### src/design/sched_defs.svh
/*
 * scheduler build constants: channel count, age and index widths,
 * bus occupancy per grant and sequencer credit depth
 */
`ifndef SCHED_DEFS_SVH
`define SCHED_DEFS_SVH

`define SCHED_N_CHN      16 // client channels
`define SCHED_AGE_W      16 // age counter and priority width
`define SCHED_CHN_W      4  // channel index bits, log2 of SCHED_N_CHN

// cycles the bus stays busy after a granted access
`define SCHED_BURST_LEN  8

// command slots in the sequencer queue, credits held after reset
`define SCHED_CREDITS    4

`endif
### src/design/sched_pkg.sv
/*
 * client side types: channel index, age/priority value, channel mask,
 * priority programming word and per-channel request bundle
 */
`default_nettype none

`include "sched_defs.svh"

package sched_pkg;

    typedef logic [`SCHED_CHN_W-1:0] chn_idx_t;  // channel number
    typedef logic [`SCHED_AGE_W-1:0] age_t;      // start priority or running age
    typedef logic [`SCHED_N_CHN-1:0] chn_mask_t; // one bit per channel

    // host write of one channel priority
    typedef struct packed {
        logic     en;   // write strobe
        chn_idx_t addr; // channel to program
        age_t     data; // new start priority
    } pgm_t;

    // client requests, held until served
    typedef struct packed {
        chn_mask_t want; // opportunistic access
        chn_mask_t need; // urgent access, beats any want
        chn_mask_t en;   // channel enable
    } chn_req_t;

endpackage

`default_nettype wire

### src/design/mem_cmd_pkg.sv
/*
 * memory side types: command to the sequencer and credit count,
 * plus the credit count loaded at reset
 */
`default_nettype none

`include "sched_defs.svh"

package mem_cmd_pkg;

    // one command per grant, valid is a single-cycle pulse
    typedef struct packed {
        logic                valid;
        sched_pkg::chn_idx_t chn;  // granted channel
        logic                need; // granted from the need set
    } mem_cmd_t;

    // 0 .. SCHED_CREDITS inclusive
    typedef logic [$clog2(`SCHED_CREDITS + 1)-1:0] credit_t;

    localparam credit_t CREDITS_RST = credit_t'(`SCHED_CREDITS); // queue empty

endpackage

`default_nettype wire

### src/design/mem_scheduler_top.sv
/*
 * scheduler top: request confirmation, age counters, oldest search,
 * burst timer and grant FSM
 */
`default_nettype none

`include "sched_defs.svh"

module mem_scheduler_top (
    input  wire                   clk,
    input  wire                   mrst,
    input  wire sched_pkg::chn_req_t   req,
    input  wire sched_pkg::pgm_t       pgm,
    input  wire                   credit_ret,
    output mem_cmd_pkg::mem_cmd_t cmd,
    output sched_pkg::chn_mask_t  served
);
    import sched_pkg::*;

    chn_mask_t want_conf;
    chn_mask_t need_conf;
    chn_mask_t new_conf;
    chn_mask_t sel_mask;   // need set when any enabled need is up
    age_t      ages [`SCHED_N_CHN];
    logic      need_some;
    chn_idx_t  idx;
    logic      idx_valid;
    logic      is_need;
    logic      bus_free;
    logic      start;

    assign need_some = |(req.need & req.en);
    assign sel_mask  = need_some ? need_conf : want_conf;

    chn_request_confirm i_chn_request_confirm (
        .clk       (clk),
        .mrst      (mrst),
        .req       (req),
        .served    (served),
        .want_conf (want_conf),
        .need_conf (need_conf),
        .new_conf  (new_conf)
    );

    chn_age_counters i_chn_age_counters (
        .clk      (clk),
        .mrst     (mrst),
        .pgm      (pgm),
        .new_conf (new_conf),
        .ages     (ages)
    );

    age_index_max i_age_index_max (
        .clk       (clk),
        .ages      (ages),
        .mask      (sel_mask),  // aligned with the ages inside
        .need_in   (need_some),
        .idx       (idx),
        .idx_valid (idx_valid),
        .is_need   (is_need)
    );

    burst_timer i_burst_timer (
        .clk      (clk),
        .mrst     (mrst),
        .start    (start),
        .bus_free (bus_free)
    );

    grant_sequencer i_grant_sequencer (
        .clk        (clk),
        .mrst       (mrst),
        .idx        (idx),
        .idx_valid  (idx_valid),
        .is_need    (is_need),
        .bus_free   (bus_free),
        .credit_ret (credit_ret),
        .cmd        (cmd),
        .served     (served),
        .start      (start)
    );

endmodule

`default_nettype wire

### src/design/grant_sequencer.sv
/*
 * grant FSM: issues one command per winner while credits remain,
 * tracks sequencer credits and pulses served and the burst start
 */
`default_nettype none

`include "sched_defs.svh"

module grant_sequencer (
    input  wire                  clk,
    input  wire                  mrst,
    input  wire sched_pkg::chn_idx_t  idx,
    input  wire                  idx_valid,
    input  wire                  is_need,
    input  wire                  bus_free,
    input  wire                  credit_ret, // one credit back per high cycle
    output mem_cmd_pkg::mem_cmd_t cmd,
    output sched_pkg::chn_mask_t served,    // one-cycle pulse on the granted channel
    output logic                 start      // kicks the burst timer
);
    import sched_pkg::*;
    import mem_cmd_pkg::*;

    typedef enum logic [1:0] {
        IDLE,
        WAIT_CREDIT, // winner pending, queue full
        ISSUE,       // cmd and served out this cycle
        BUSY         // bus occupied by the last grant
    } state_t;

    state_t  state;
    credit_t credits;
    logic    grant_w;

    assign grant_w = ((state == IDLE) || (state == WAIT_CREDIT)) &&
                     idx_valid && (credits != '0);

    always_ff @(posedge clk) begin
        if (mrst) begin
            state <= IDLE;
        end else begin
            case (state)
                IDLE:        if (grant_w) state <= ISSUE;
                             else if (idx_valid) state <= WAIT_CREDIT; // no credit
                WAIT_CREDIT: if (grant_w) state <= ISSUE;
                             else if (!idx_valid) state <= IDLE;       // request withdrawn
                ISSUE:       state <= BUSY; // timer loads at the end of ISSUE
                BUSY:        if (bus_free) state <= IDLE;
                default:     state <= IDLE;
            endcase
        end
    end

    // a grant takes a slot, credit_ret gives one back, both may coincide
    always_ff @(posedge clk) begin
        if (mrst) begin
            credits <= CREDITS_RST;
        end else begin
            credits <= credits + credit_t'(credit_ret) - credit_t'(grant_w);
        end
    end

    always_ff @(posedge clk) begin
        if (mrst) begin
            cmd    <= '0;
            served <= '0;
        end else begin
            cmd.valid <= grant_w;
            served    <= grant_w ? (chn_mask_t'(1) << idx) : '0;
            if (grant_w) begin
                cmd.chn  <= idx;
                cmd.need <= is_need;
            end
        end
    end

    assign start = (state == ISSUE); // same cycle as cmd.valid

    // the sequencer never returns more credits than it has slots
    a_credit_max: assert property (@(posedge clk) disable iff (mrst)
        credits <= credit_t'(`SCHED_CREDITS))
        else $error("grant_sequencer: credit count above queue depth");

endmodule

`default_nettype wire

### src/design/burst_timer.sv
/*
 * bus occupancy timer, reloaded on each grant
 */
`default_nettype none

`include "sched_defs.svh"

module burst_timer (
    input  wire  clk,
    input  wire  mrst,
    input  wire  start,    // grant issued this cycle
    output logic bus_free  // previous access has left the bus
);
    localparam int CNT_W = $clog2(`SCHED_BURST_LEN + 1);

    logic [CNT_W-1:0] cnt; // cycles of bus time left

    always_ff @(posedge clk) begin
        if (mrst) begin
            cnt <= '0;
        end else if (start) begin
            cnt <= CNT_W'(`SCHED_BURST_LEN);
        end else if (cnt != '0) begin
            cnt <= cnt - 1'b1;
        end
    end

    assign bus_free = (cnt == '0); // also high straight out of reset

    // the sequencer must wait for the bus before granting again
    a_start_when_free: assert property (@(posedge clk) disable iff (mrst)
        start |-> bus_free)
        else $error("burst_timer: grant while bus still busy");

endmodule

`default_nettype wire

### src/design/age_index_max.sv
/*
 * oldest channel search: mask alignment, then two register stages each
 * reducing groups of four, ties resolved toward the lower index
 */
`default_nettype none

`include "sched_defs.svh"

module age_index_max (
    input  wire                  clk,
    input  wire sched_pkg::age_t      ages [`SCHED_N_CHN],
    input  wire sched_pkg::chn_mask_t mask,    // eligible channels, current cycle
    input  wire                  need_in, // mask came from the need set
    output sched_pkg::chn_idx_t  idx,
    output logic                 idx_valid,
    output logic                 is_need
);
    import sched_pkg::*;

    localparam int N_GRP = `SCHED_N_CHN / 4; // first stage groups

    chn_mask_t mask_d;   // mask one cycle late
    chn_mask_t mask_eff; // on after one cycle, off at once

    // stage 1 combinational best per group
    age_t     g_age [N_GRP];
    chn_idx_t g_idx [N_GRP];
    logic     g_vld [N_GRP];

    // stage 1 registers
    age_t     s1_age [N_GRP];
    chn_idx_t s1_idx [N_GRP];
    logic     s1_vld [N_GRP];
    logic     s1_need;

    // stage 2 combinational winner
    age_t     w_age;
    chn_idx_t w_idx;
    logic     w_vld;

    // a channel must wait one cycle after confirmation for its loaded age
    assign mask_eff = mask & mask_d;

    always_comb begin
        for (int g = 0; g < N_GRP; g++) begin
            g_vld[g] = 1'b0;
            g_age[g] = '0;
            g_idx[g] = chn_idx_t'(4 * g);
            for (int k = 0; k < 4; k++) begin
                // strict compare keeps the lower index on a tie
                if (mask_eff[4*g+k] && (!g_vld[g] || (ages[4*g+k] > g_age[g]))) begin
                    g_vld[g] = 1'b1;
                    g_age[g] = ages[4*g+k];
                    g_idx[g] = chn_idx_t'(4 * g + k);
                end
            end
        end
    end

    always_ff @(posedge clk) begin
        mask_d  <= mask;
        s1_age  <= g_age;
        s1_idx  <= g_idx;
        s1_vld  <= g_vld;
        s1_need <= need_in; // travels with the stage 1 results
    end

    always_comb begin
        w_vld = 1'b0;
        w_age = '0;
        w_idx = '0;
        for (int g = 0; g < N_GRP; g++) begin
            if (s1_vld[g] && (!w_vld || (s1_age[g] > w_age))) begin
                w_vld = 1'b1;
                w_age = s1_age[g];
                w_idx = s1_idx[g];
            end
        end
    end

    always_ff @(posedge clk) begin
        idx       <= w_idx;
        idx_valid <= w_vld;
        is_need   <= s1_need;
    end

endmodule

`default_nettype wire

### src/design/chn_age_counters.sv
/*
 * priority register file written by the host, and one saturating age
 * counter per channel loaded from its priority on confirmation
 */
`default_nettype none

`include "sched_defs.svh"

module chn_age_counters (
    input  wire                  clk,
    input  wire                  mrst,
    input  wire sched_pkg::pgm_t      pgm,
    input  wire sched_pkg::chn_mask_t new_conf,
    output sched_pkg::age_t      ages [`SCHED_N_CHN]
);
    import sched_pkg::*;

    age_t pri [`SCHED_N_CHN]; // programmed start priorities

    // host programming, one channel per cycle
    always_ff @(posedge clk) begin
        if (mrst) begin
            for (int i = 0; i < `SCHED_N_CHN; i++) begin
                pri[i] <= '0;
            end
        end else if (pgm.en) begin
            pri[pgm.addr] <= pgm.data;
        end
    end

    /*
     * a confirmed channel starts at its priority and gets older every
     * cycle, so a low priority request still wins eventually.
     * counters stop at all ones instead of wrapping to the youngest age
     */
    always_ff @(posedge clk) begin
        for (int i = 0; i < `SCHED_N_CHN; i++) begin
            if (new_conf[i]) begin
                ages[i] <= pri[i];            // age valid one cycle after confirm
            end else if (~&ages[i]) begin
                ages[i] <= ages[i] + 1'b1;    // saturate at max
            end
        end
    end

endmodule

`default_nettype wire

### src/design/chn_request_confirm.sv
/*
 * request confirmation: picks at most one new want and one new need per
 * cycle (lowest index first), holds confirmed bits until served or dropped
 */
`default_nettype none

module chn_request_confirm (
    input  wire                  clk,
    input  wire                  mrst,
    input  wire sched_pkg::chn_req_t  req,
    input  wire sched_pkg::chn_mask_t served,
    output sched_pkg::chn_mask_t want_conf, // held confirmed want requests
    output sched_pkg::chn_mask_t need_conf, // held confirmed need requests
    output sched_pkg::chn_mask_t new_conf   // pulse, channels confirmed this cycle
);
    import sched_pkg::*;

    chn_mask_t want_set;  // new want, 1-hot or zero
    chn_mask_t need_set;  // new need, 1-hot or zero
    chn_mask_t want_next;
    chn_mask_t need_next;

    // isolate lowest set bit, lowest channel has precedence
    function automatic chn_mask_t lowest_1hot(input chn_mask_t m);
        return m & (~m + 1'b1);
    endfunction

    // only enabled requests not yet confirmed compete
    assign want_set = lowest_1hot(req.want & req.en & ~want_conf);
    assign need_set = lowest_1hot(req.need & req.en & ~need_conf);

    // keep while request and enable stay up, drop on the grant pulse
    assign want_next = (want_conf & req.want & req.en & ~served) | want_set;
    assign need_next = (need_conf & req.need & req.en & ~served) | need_set;

    always_ff @(posedge clk) begin
        if (mrst) begin
            want_conf <= '0;
            need_conf <= '0;
            new_conf  <= '0;
        end else begin
            want_conf <= want_next;
            need_conf <= need_next;
            new_conf  <= want_set | need_set; // loads the age counters next edge
        end
    end

    // newly confirmed wants never arrive in pairs, served only clears bits
    a_want_new_1hot: assert property (@(posedge clk) disable iff (mrst)
        $onehot0(want_conf & ~$past(want_conf)))
        else $error("chn_request_confirm: more than one new want confirmed");

endmodule

`default_nettype wire

### config.mk
export PLATFORM = sky130hd
export DESIGN_NAME = mem_scheduler_top
export DESIGN_NICKNAME = d
export VERILOG_FILES = /design/src/design/sched_pkg.sv /design/src/design/mem_cmd_pkg.sv /design/src/design/mem_scheduler_top.sv /design/src/design/grant_sequencer.sv /design/src/design/burst_timer.sv /design/src/design/age_index_max.sv /design/src/design/chn_age_counters.sv /design/src/design/chn_request_confirm.sv
export VERILOG_INCLUDE_DIRS = /design/src /design/src/design
export SDC_FILE = /design/constraint.sdc
export NUM_CORES = 2
export LEC_CHECK = 0
export BUFFER_PORTS_ARGS = -buffer_cell sky130_fd_sc_hd__buf_2
export CAP_MARGIN = 40
export CORE_ASPECT_RATIO = 0.6
export CORE_MARGIN = 8
export CORE_UTILIZATION = 29
export CTS_CLUSTER_SIZE = 8
export DETAILED_ROUTE_END_ITERATION = 8
export HOLD_SLACK_MARGIN = 0.02
export PLACE_DENSITY_LB_ADDON = 0.15
export SYNTH_ARGS = -nofsm -noshare
export SYNTH_HDL_FRONTEND = slang
export SYNTH_SLANG_ARGS = --single-unit
### constraint.sdc
create_clock -name clk -period 18.31 [get_ports clk]
set_input_delay 5.493 -clock clk [delete_from_list [all_inputs] [get_ports clk]]
set_output_delay 5.493 -clock clk [all_outputs]
set_load 0.01 [all_outputs]
# --- After elaboration in Yosys (flattened, before gate mapping) ---
# Memory sizes are Yosys's and may differ from the RTL's.
# Cells that the tools add are included.
word_totals:
  ff_bits: 442
  ram_bits: 256
  input_bits: 72
  out_inout_bits: 22
  elab_cells: 303
  n_memories: 1
op_classes:
  addsub: 21
  n_lt_le_gt_ge: 15
  n_eq_ne: 22
  n_shift: 1
  muxes: 95
  n_bitwise: 22
  reduce_logical: 78
mem_list:
  columns: ["memory", "words", "width", "rd", "rd_clocked_by_memory_dff", "wr", "line", "rtl"]
  rows:
  - ["i_chn_age_counters.pri", 16, 16, 16, 0, 16, "chn_age_counters.sv:18", "age_t pri [`SCHED_N_CHN];"]
op_table:
  columns: ["op", "n"]
  rows:
  - ["$mux W16", 53]
  - ["$add A16 B1 Y16 const B", 18]
  - ["$reduce_and A16 Y1", 16]
  - ["$gt A16 B16 Y1", 15]
  - ["$and A16 B16 Y16", 13]
  - ["$not A16 Y16", 5]
  - ["$or A16 B16 Y16", 3]
  - ["$ne A2 B2 Y1 const B", 17]
  - ["$reduce_or A16 Y1", 2]
  - ["$mux W1", 29]
  - ["$mux W4", 7]
  - ["$logic_and A1 B1 Y1", 17]
  - ["$logic_or A1 B1 Y1", 16]
  - ["$shl A1 B4 Y16 const A", 1]
  - ["$logic_not A1 Y1", 15]
  - ["$reduce_or A2 Y1", 6]
  - ["$mux W2", 5]
  - ["$pmux W2 S4", 1]
  - ["$ne A3 B2 Y1 const B", 2]
  - ["$eq A2 B2 Y1 const B", 2]
  - ["$logic_not A4 Y1", 1]
  - ["$reduce_bool A4 Y1", 1]
  - ["$sub A4 B1 Y4 const B", 1]
  - ["$add A3 B1 Y3", 1]
  - ["other kinds (7)", 7]

# --- Longest topological paths before layout ---
logic_depth:
  depth_word: 17
  mapped_depth: 39
  ltp_nobuf: 29

# --- Modules after synthesis ---
# Synthesis repeated with hierarchy kept, for this count alone.
hier_totals:
  cells_unflattened: 3903
  hier_area_um2: 39459.1
modules_own_cells:
  columns: ["module", "n_inst", "cells_per_inst", "area_each_um2", "seq_area_each_um2"]
  rows:
  - ["chn_age_counters", 1, 2111, 24514.8, 15374.7]
  - ["age_index_max", 1, 1408, 11273.3, 1981.9]
  - ["chn_request_confirm", 1, 242, 2213.4, 960.9]
  - ["grant_sequencer", 1, 94, 944.7, 540.5]
  - ["mem_scheduler_top", 1, 28, 310.3, 0.0]
  - ["burst_timer", 1, 20, 202.7, 80.1]

# --- Worst setup path before layout ---
# No wires, ideal clock.
synth_timing:
  path_type: "input to register"
  startpoint: "input req[1] (netlist name)"
  endpoint: "register i_age_index_max.s1_age[53] (netlist name)"
  t_arrival_ns: 12.507
  required_time_ns: 18.224
  slack_ns: 5.718
  path_stages: 36
  cell_sequence: "a22oi_2 -> and4_1 -> buf_6 -> nand3_2 -> a21oi_4 -> buf_1 -> clkbuf_1 -> nand2_1 -> ha_1 -> nand4_1 -> nor4_1 -> nor3_1 -> o31a_1 -> o21ai_1 -> buf_2 -> a32oi_2 -> ha_1 -> nand4_1 -> nor4_1 -> nor3_1 -> o21ai_0 -> o221a_1 -> buf_6 -> nand2b_1 -> buf_6 -> buf_6 -> mux2_4 -> ha_1 -> nand4_1 -> nor4_1 -> nor3_1 -> o31ai_1 -> o311a_1 -> clkbuf_1 -> nor3_1 -> a211oi_1"
synth_lines:
  columns: ["element", "line", "rtl"]
  rows:
  - ["start: declaration", "mem_scheduler_top.sv:12", "input wire sched_pkg::chn_req_t req,"]
  - ["end signal: assignment", "age_index_max.sv:62", "s1_age <= g_age;"]
  - ["end: declaration", "age_index_max.sv:31", "age_t s1_age [N_GRP];"]

==> impl_results.md <==
- Outcome: complete, no violations
- Fin crit period: 14.71 ns
- IO buf count: 93
- Dpl ws: 3.04 ns
- Core ar.: 0.137 mm²
- Synth Register Bits: 690
- ANT nets after route: 0
- Wirelength per Cell: 24.9 µm
- Row Count: 105
- Die width: 495 µm
- Crit. End Element: flop
- Worst path most repeated cell: nor3_1
- Worst Reg-to-Reg Cells: 28
- Cell area after layout: 0.0457 mm²
- H-tree level count: 3
- Post-Route WL: 147000 µm
- DRT iter0 DRCs: 3458
- Mapped Avg Cell Area: 10.2 µm²
- Placed cells: 5712
- Root Buffer Master: clkbuf_16
- CP max stage delay: 0.80 ns
- Commonest non-fill, non-tap cell in the layout: edfxtp_1
- Area growth syn-to-layout: 14.5%
- Worst VDD drop: 0.0764 mV
- Sink Count: 690
- Relative slew slack: 0.325
- Fin. max-slew vios: 0
- HP Class: flop to flop
- WP data arrival: 15.31 ns
- CP Launch Type: input pin
- CTS tree: done
- R2r endpoint: i_age_index_max.s1_age[33]
- Via count: 31100
- Post-route DRC: 0
- Type of the worst setup path: input pin to flop
- Crit Path Max Fanout: 35
- Initial antenna violation count: 34
- Max Clock Freq: 68.0 MHz
- Post-synth ARST share: 0
- Yosys synthesis warning count: 0
- Final core area utilization: 0.334
- Number of synthesized flops with an enable pin: 512
- Commonest non-fill, non-tap cells in the layout: edfxtp_1 (512), nand2_1 (504), and2_1 (286)
- Largest net degree at the start of global routing: 54
- Num CTS Buffers: 96
- Syn_nets: 4229
- Initial Util: 0.292
- # nets final: 4323
- Layout Cells excl Fill: 5889
- CP max stage cell: a21oi_4
- Power Density: 121 mW/mm²
- Synthesized area: 0.0399 mm²
- DP Area: 0.0429 mm²
- RSZ-0062 raised after global routing: false
- Total track usage: 0.190
- Overflow left after global routing: 0
- Total power: 5.53 mW
- Hold Slack: 0.320 ns
- Die Ht: 303 µm
- Synth cell types: 96
- Clock transition at path regs: 0.05 ns
- DR pass1 iterations: 5
- Clk buf depth: 3
- Post-CTS Hold Buffers: 0
- FILL cells: 13900
- Cts repair resizes: 0
- R2r startpoint: i_chn_request_confirm.need_conf[4]
- Final WS setup: 3.60 ns
- Worst path required time: 18.91 ns
- Main synth FF type: edfxtp_1
- Detail Placement HPWL: 110000 µm
- Fin. Hold Viols: 0
- Vias in the first global route: 28400
- Max cap viols: 0
- Leakage: 16.3 nW
- First-pass GRT wire length: 210000 µm
- Clock latency on the worst-skew pair: 0.70 ns
- IO Pins: 94
- Layout cells sized above 1: 0.116
- Die ar.: 0.150 mm²
- Crit path launch: req[6]
- Sequential share of the synthesized area: 0.475
- Post-synthesis instance total: 3897
- Crit path capture: i_age_index_max.s1_age[33]
- TNS Setup: 0 ns
- Vias/cell: 5.27
- Setup Skew: 0.0250 ns
- R2R setup slack: 9.38 ns
- Final setup fails: 0
- Worst Max-Slew Pin Slew: 1.01 ns
- Post-CTS Setup Inserts: 0
- Final worst path period share: 0.803
- Gpl congestion: 0.894
## final cells by class
class | count | area [µm²] | area share
diodes | 9 | 22.5 | 0.000493
clock buffers | 161 | 2680 | 0.0586
clock inverters | 7 | 80.1 | 0.00175
inverters | 102 | 383 | 0.00838
multi-input cells | 2900 | 19600 | 0.430
flip-flops and latches | 690 | 18900 | 0.415
well taps | 1819 | 2280 | 0.0498
repair buffers | 201 | 1650 | 0.0361
## synthesized netlist by cell type (10+ instances only)
cell type,instances,area (µm²)
nor2b_1,32,200
and2_1,286,1790
and3_1,48,300
xnor2_1,78,683
buf_6,15,169
o2bb2ai_1,15,131
ha_1,259,3240
mux2_2,47,529
buf_2,22,110
nand2_1,504,1890
o21bai_1,17,128
o211ai_1,19,143
mux2_4,16,240
a221oi_2,21,315
edfxtp_1,512,15400
a32oi_1,39,342
or2_2,26,163
nor3_1,91,455
o31ai_1,24,180
nand4_1,109,682
and4_1,37,324
nor4_1,48,300
mux2i_1,10,100
or2_1,16,100
clkbuf_1,155,582
inv_1,101,379
dfxtp_1,178,3560
a21o_1,30,225
nand3_1,136,681
a22oi_1,23,173
o21ai_0,285,1430
o22ai_1,19,119
xor2_1,149,1310
nor2_1,124,465
a221oi_1,19,166
a21oi_1,143,716
nand2b_1,30,188
a211oi_1,42,315
## flip-flops by register name, indices dropped and copies added (netlist names), 2 cells and up
register	count
i_chn_age_counters.ages	256
i_chn_age_counters.pri	256
i_age_index_max.s1_age	64
i_age_index_max.mask_d	16
i_chn_request_confirm.need_conf	16
i_chn_request_confirm.new_conf	16
i_chn_request_confirm.want_conf	16
i_grant_sequencer.served	16
i_age_index_max.s1_idx	8
i_grant_sequencer.cmd	6
i_age_index_max.idx	4
i_age_index_max.s1_vld	4
i_burst_timer.cnt	4
i_grant_sequencer.credits	3
i_grant_sequencer.state	2
## worst min-delay path by stage
stage	startpoint	endpoint	slack, ns	cells after the start
final	i_age_index_max.s1_need	i_age_index_max.is_need	0.32	0
after global routing	i_age_index_max.s1_need	i_age_index_max.is_need	0.33	0
after CTS	i_age_index_max.s1_need	i_age_index_max.is_need	0.32	0
after detailed placement	i_age_index_max.s1_need	i_age_index_max.is_need	0.32	0
after global placement	i_age_index_max.s1_need	i_age_index_max.is_need	0.31	0
after floorplan	i_age_index_max.s1_need	i_age_index_max.is_need	0.31	0
## logic make-up after synthesis
logic type,synth area share
DFF,0.475
buffers and inverters,0.0335
xor gates and xnor gates,0.0499
adders and majority gates,0.0818
AOI/OAI and AO/OA,0.136
muxes,0.0218
and+or+nand+nor,0.202
## per-layer routing
layer | wire [µm] | GRT usage
met3 | 12400 | 0.0429
met1 | 77800 | 0.316
met5 | 7 | 0
met2 | 54200 | 0.243
met4 | 2140 | 0.0332
## where the power goes
group	leakage, nW	internal, mW	switching, mW
registers	6.68	2.06	0.561
clock network	1.32	0.988	0.712
logic	8.29	0.514	0.692
## critical path, delay by kind of cell
| kind | cells | cell delay (ns) |
|---|---|---|
| AND/OR/NAND/NOR | 14 | 3.29 |
| AO/OA/AOI/OAI | 10 | 4.50 |
| adder cells (fa/ha/maj) | 3 | 0.96 |
| multiplexers | 1 | 0.35 |
| buffers and inverters | 4 | 0.68 |
Note: power is estimated with default switching activity, not from simulation.
